[config.mk]
export PLATFORM = sky130hd
export DESIGN_NAME = mmio_read_tracker
export DESIGN_NICKNAME = d
export VERILOG_FILES = /design/src/logic/ccip_checker_pkg.sv /design/src/logic/mmio_read_tracker.sv
export VERILOG_INCLUDE_DIRS = /design/src /design/src/logic
export SDC_FILE = /design/constraint.sdc
export NUM_CORES = 1
export LEC_CHECK = 0
export BUFFER_PORTS_ARGS = -buffer_cell sky130_fd_sc_hd__buf_2
export CAP_MARGIN = 20
export CORE_MARGIN = 2
export CORE_UTILIZATION = 50
export DETAILED_ROUTE_END_ITERATION = 8
export PLACE_DENSITY_LB_ADDON = 0.2
export SYNTH_ARGS = -nofsm -noshare
export SYNTH_HDL_FRONTEND = slang
export SYNTH_SLANG_ARGS = --single-unit
[constraint.sdc]
create_clock -name clk -period 1.8 [get_ports clk]
set_clock_uncertainty 0.1 [all_clocks]
set_input_delay 0.36 -clock clk [delete_from_list [all_inputs] [get_ports clk]]
set_output_delay 0.36 -clock clk [all_outputs]
set_load 0.01 [all_outputs]
[src/logic/ccip_checker_settings.svh]
/*
 * CCI-P protocol checker settings
 * Field widths and the MMIO read response timeout
 */

`ifndef CCIP_CHECKER_SETTINGS_SVH
`define CCIP_CHECKER_SETTINGS_SVH

// Cache-line address width
`define CCIP_ADDR_WIDTH 42

// Request metadata width
`define CCIP_MDATA_WIDTH 16

// MMIO transaction ID width
`define CCIP_TID_WIDTH 9

// MMIO read must be answered within this many cycles
`define MMIO_TIMEOUT_CYCLES 512
// Counter width, must hold MMIO_TIMEOUT_CYCLES
`define MMIO_COUNT_WIDTH 10

`endif

[src/logic/ccip_checker_pkg.sv]
/*
 * CCI-P protocol checker types
 * Header field vectors, request and length encodings, C1 beat states
 */

`include "ccip_checker_settings.svh"

package ccip_checker_pkg;

   // Cache-line address
   typedef logic [`CCIP_ADDR_WIDTH-1:0] cl_addr_t;

   // Request metadata, returned with the response
   typedef logic [`CCIP_MDATA_WIDTH-1:0] mdata_t;

   // MMIO transaction ID
   typedef logic [`CCIP_TID_WIDTH-1:0] mmio_tid_t;

   // Virtual channel select
   typedef logic [1:0] vc_t;

   // Number of lines minus one
   typedef enum logic [1:0] {
      CL_1 = 2'd0,
      CL_2 = 2'd1,
      CL_3 = 2'd2,
      CL_4 = 2'd3
   } cl_len_e;

   // Request type field, other codes are illegal
   typedef enum logic [3:0] {
      RDLINE_I = 4'h0,
      RDLINE_S = 4'h1,
      WRLINE_I = 4'h2,
      WRLINE_M = 4'h3,
      WRFENCE  = 4'h4
   } req_type_e;

   // Expected beat of a multi-line write
   typedef enum logic [1:0] {
      BEAT_1 = 2'd0,
      BEAT_2 = 2'd1,
      BEAT_3 = 2'd2,
      BEAT_4 = 2'd3
   } beat_state_e;

endpackage

[src/logic/mmio_read_tracker.sv]
/*
 * MMIO read tracker
 * Follows one outstanding MMIO read, flags timeout,
 * unsolicited responses and TID mismatch
 */

`include "ccip_checker_settings.svh"

module mmio_read_tracker (
   input  logic                        clk,
   input  logic                        rst_n,
   input  logic                        mmio_rd_valid,
   input  ccip_checker_pkg::mmio_tid_t mmio_rd_tid,
   input  logic                        mmio_rsp_valid,
   input  ccip_checker_pkg::mmio_tid_t mmio_rsp_tid,
   output logic                        mmio_timeout,
   output logic                        mmio_unsolicited,
   output logic                        mmio_tid_mismatch
);

   import ccip_checker_pkg::*;

   localparam logic [`MMIO_COUNT_WIDTH-1:0] TIMEOUT_LIMIT =
      `MMIO_COUNT_WIDTH'(`MMIO_TIMEOUT_CYCLES);

   logic                         outstanding;
   logic                         rsp_close;
   logic                         rd_open;
   mmio_tid_t                    cap_tid;
   logic [`MMIO_COUNT_WIDTH-1:0] timeout_count;

   // Response wins when both arrive together
   assign rsp_close = mmio_rsp_valid && outstanding;
   assign rd_open   = mmio_rd_valid && !mmio_rsp_valid;

   always_ff @(posedge clk) begin
      if (!rst_n) begin
         outstanding <= 1'b0;
      end else if (rsp_close) begin
         outstanding <= 1'b0;
      end else if (rd_open) begin
         outstanding <= 1'b1;
      end
   end

   // Latest request TID is the one expected back
   always_ff @(posedge clk) begin
      if (rd_open) begin
         cap_tid <= mmio_rd_tid;
      end
   end

   // Wait counter, saturates at the limit
   // A second request keeps the running count
   always_ff @(posedge clk) begin
      if (!rst_n) begin
         timeout_count <= '0;
      end else if (rsp_close) begin
         timeout_count <= '0;
      end else if (outstanding && (timeout_count != TIMEOUT_LIMIT)) begin
         timeout_count <= timeout_count + 1'b1;
      end
   end

   // Level, held until the response closes the read
   assign mmio_timeout = (timeout_count == TIMEOUT_LIMIT);

   always_ff @(posedge clk) begin
      if (!rst_n) begin
         mmio_unsolicited  <= 1'b0;
         mmio_tid_mismatch <= 1'b0;
      end else begin
         mmio_unsolicited  <= mmio_rsp_valid && !outstanding;
         mmio_tid_mismatch <= rsp_close && (mmio_rsp_tid != cap_tid);
      end
   end

   // Idle tracker never holds a stale count
   a_mmio_idle_count : assert property (@(posedge clk) disable iff (!rst_n)
      !outstanding |-> (timeout_count == '0));

endmodule

==> summary.md <==
| Metric | Value |
|---|---|
| Status | finished with violations |
| Failing checks | negative setup slack |
| Commonest cells after routing, fill and taps aside | buf_2, nand2_1, xor2_1, dfxtp_1, edfxtp_1 |
| Fill cell count | between 100 and 150 |
| Adder-Cell Fraction of Synth Area | 2.561% |
| Switching Share | between 20% and 30% |
| Design Power | roughly 0.88 mW |
| Root buf cell | clkbuf_4 |
| DRC violation total after the first TritonRoute iteration | 24 |
| Routed WL | 1782 um |
| Die W | ~48 um |
| Avg WL per Cell | approximately 12 um |
| Reg clk slew, reported paths | ~120 ps |
| Flop pwr share | 62.4% |
| Yosys warning total | 0 |
| Clock Power Share | 25.9% |
| Worst vdd ir | ~0.45 mV |
| Placed cell areas | 1169 um2 |
| Post-synthesis mux area share | around 3.1% |
| Final WS setup | -195.7 ps |
| Design Area, Final | between 1000 and 1500 um2 |
| Post-layout nets | around 150 |
| Vias per cell | just over 5 |
| Syn Area/Cell | ~11 um2 |
| Max Root-Sink Buffers | 2 |
| CP arrival | around 1500 ps |
| Worst-path maximum fanout | 2 |
| Largest net degree at the start of global routing | 13 |
| Area Overhead vs Synth | 25.86% |
| Hpwl dp | between 1000 and 1500 um |
| Vias in the first global route | between 600 and 700 |
| Mapped Cells | 93 |
| CTS tree | built |
| Min-delay worst type | in2reg |
| Synth Net Count | about 120 |
| Overall Global Routing Usage | between 15 and 20% |
| Worst path top cell family by delay | simple AND/OR/NAND/NOR gates |
| Endpoint class of the critical path | output port |
| IO Pins | 25 |
| Mapped Area | between 900 and 1000 um2 |
| ANT nets after route | 0 |
| Gr ovfl total | 0 |
| Logic pwr share | about an eighth |
| Int Power | just under 0.7 mW |
| Clk Latency, worst-skew pair | just over 300 ps |
| CTS Buf Count | 3 |
| Worst path slowest cell | or4b_4 |
| Global-route wire length before repair | roughly 2700 um |
| P_leak | ~0.50 nW |
| Synth top area share | roughly 28% |
| Antenna violations before repair | 0 |
| Psw | between 0.2 and 0.25 mW |
| Remaining DRCs | 0 |
| Fin. Hold Viols | 0 |
| N_diodes | 0 |
| Simple-Gate Fraction of Synth Area | between 10% and 20% |
| Post-layout util | about 69% |
| Worst slew pin tran | about 350 ps |
| Via count | between 700 and 800 |
| Die H | ~48 um |
| Cell row count | 15 |
| Distinct cells, synth | 28 |
| GPL Wtd Cong | ~0.75 |
| Xor and xnor area share after synthesis | 9.859% |
| Fin crit period | between 1500 and 2000 ps |
| Die footprint | 2324 um2 |
| IO Port Bufs | 24 |
| Crit share post-route | 110.9% |
| DR pass1 iterations | 4 |
| Most common cell after layout, fill and taps aside | buf_2 |
| Sequential area share after synthesis | 54.29% |
| Worst Path Buf+Inv | 2 |
| Pwr/cell area | around 720 nW/um2 |
| Max Fclk | about 500 MHz |
| Critical path cell sequence | inv_2 > ha_4 > or4b_4 > nor3_2 > buf_2 |
| Req. time, crit path | between 1000 and 1500 ps |
| RSZ-0062 raised after global routing | yes |
| Final setup fails | 1 |
| DP Worst Slack | 73.04 ps |
| MaxCap Viol Count | 0 |
| Area leader, netlist | edfxtp_1 |
| Worst path max stage delay | around 460 ps |
| H-tree level count | 1 |
| Slew Limit Fails | 0 |
| Synth top area cells | edfxtp_1, dfxtp_1, xor2_1, nand2_1, mux2i_1 |
| WS Path Type | reg2out |
| Main combinational cell family by area after synthesis | simple AND/OR/NAND/NOR gates |
| Synth Area in Compound Gates | under 10% |
| Share of layout cells above drive strength 1 | 34.38% |
| CP Launch Type | flip-flop |
| Yosys reg bits | 22 |
| Initial core utilization | between 50 and 60% |
| Max-slew headroom | roughly 77% |
| Core Box Area | around 1800 um2 |
| Number of clock sinks | 22 |
-- metal layers --
layer	vias up	wire length, um	track usage [%]
li1	401	-	-
met3	2	100	3.333
met1	345	808	22.20
met5	-	0	0
met2	32	857	28.16
met4	0	16	8.108
-- final cells by class --
type / count / area, um2 / share of cell area [%]
Inverter: 4 / 15.01 / 1.221
Clock inverter: 1 / 3.754 / 0.3052
Clock buffer: 3 / 22.52 / 1.831
Multi-Input combinational cell: 66 / 444.2 / 36.11
Sequential cell: 22 / 533.0 / 43.34
Tap cell: 25 / 31.28 / 2.543
Timing Repair Buffer: 32 / 180.2 / 14.65
-- cell families after synthesis --
kind of cell / after synthesis
AND/OR/NAND/NOR: 37
buffers and inverters: 5
AO/OA/AOI/OAI: 13
adder cells (fa/ha/maj): 2
flip-flops: 22
XOR/XNOR: 11
multiplexers: 3
-- final timing paths --
| check | startpoint | end | slack, ps | cells after the start |
|---|---|---|---|---|
| min | mmio_rd_tid[7] | cap_tid[7] | 120 | 1 |
| max reg2reg | timeout_count[0] | timeout_count[0] | 80 | 6 |
| min reg2reg | timeout_count[9] | timeout_count[9] | 400 | 2 |
| max | timeout_count[0] | mmio_timeout | -200 | 5 |
-- cell usage after synthesis --
cell type  count
o311ai_0       1
nor2b_1        1
nor2_1         6
buf_2          1
and3b_1        1
a21oi_1        4
inv_1          4
o31a_1         1
nor3_1         2
o21ai_0        3
o31ai_1        1
nand3_1        3
edfxtp_1       9
mux2i_1        3
nand2b_1       1
nor4_1         2
xor2_1        11
or3b_2         1
nand4_1        3
nand2_1       12
ha_1           2
dfxtp_1       13
or4b_4         1
or2_2          1
a31oi_1        1
a21boi_1       1
or3_1          3
o41ai_1        1
-- power groups by stage --
stage          Sequential, mW  Clock, mW  Combinational [mW]
2_1_floorplan           0.560          0              0.0482
3_3_place_gp            0.559          0              0.0905
3_5_place_dp            0.560          0              0.0940
4_1_cts                 0.550      0.231               0.104
5_1_grt                 0.552      0.253               0.116
6_report                0.549      0.228               0.103
-- registers in the layout, summed over array words and instances, names as in the netlist --
name	cells
cap_tid	9
mmio_unsolicited	1
timeout_count	10
outstanding	1
mmio_tid_mismatch	1
-- stage by stage --
step | hold slack (ps) | instances | TNS (ps)
3_3_place_gp | 365.5 | 147 | 0
3_5_place_dp | 381.1 | 147 | 0
5_1_grt | 107.7 | 153 | -244.4
2_1_floorplan | 338.1 | 93 | 0
6_report | 121.8 | 153 | -195.7
4_1_cts | 114.3 | 153 | -188.2
-- what timing repair did --
item                       CTS  global route
setup buffers                2             0
pin swaps                    2             1
setup endpoints to repair    1             3
hold buffers                 0             0
gates resized for setup      7             0
(Power assumes the default switching activity.)
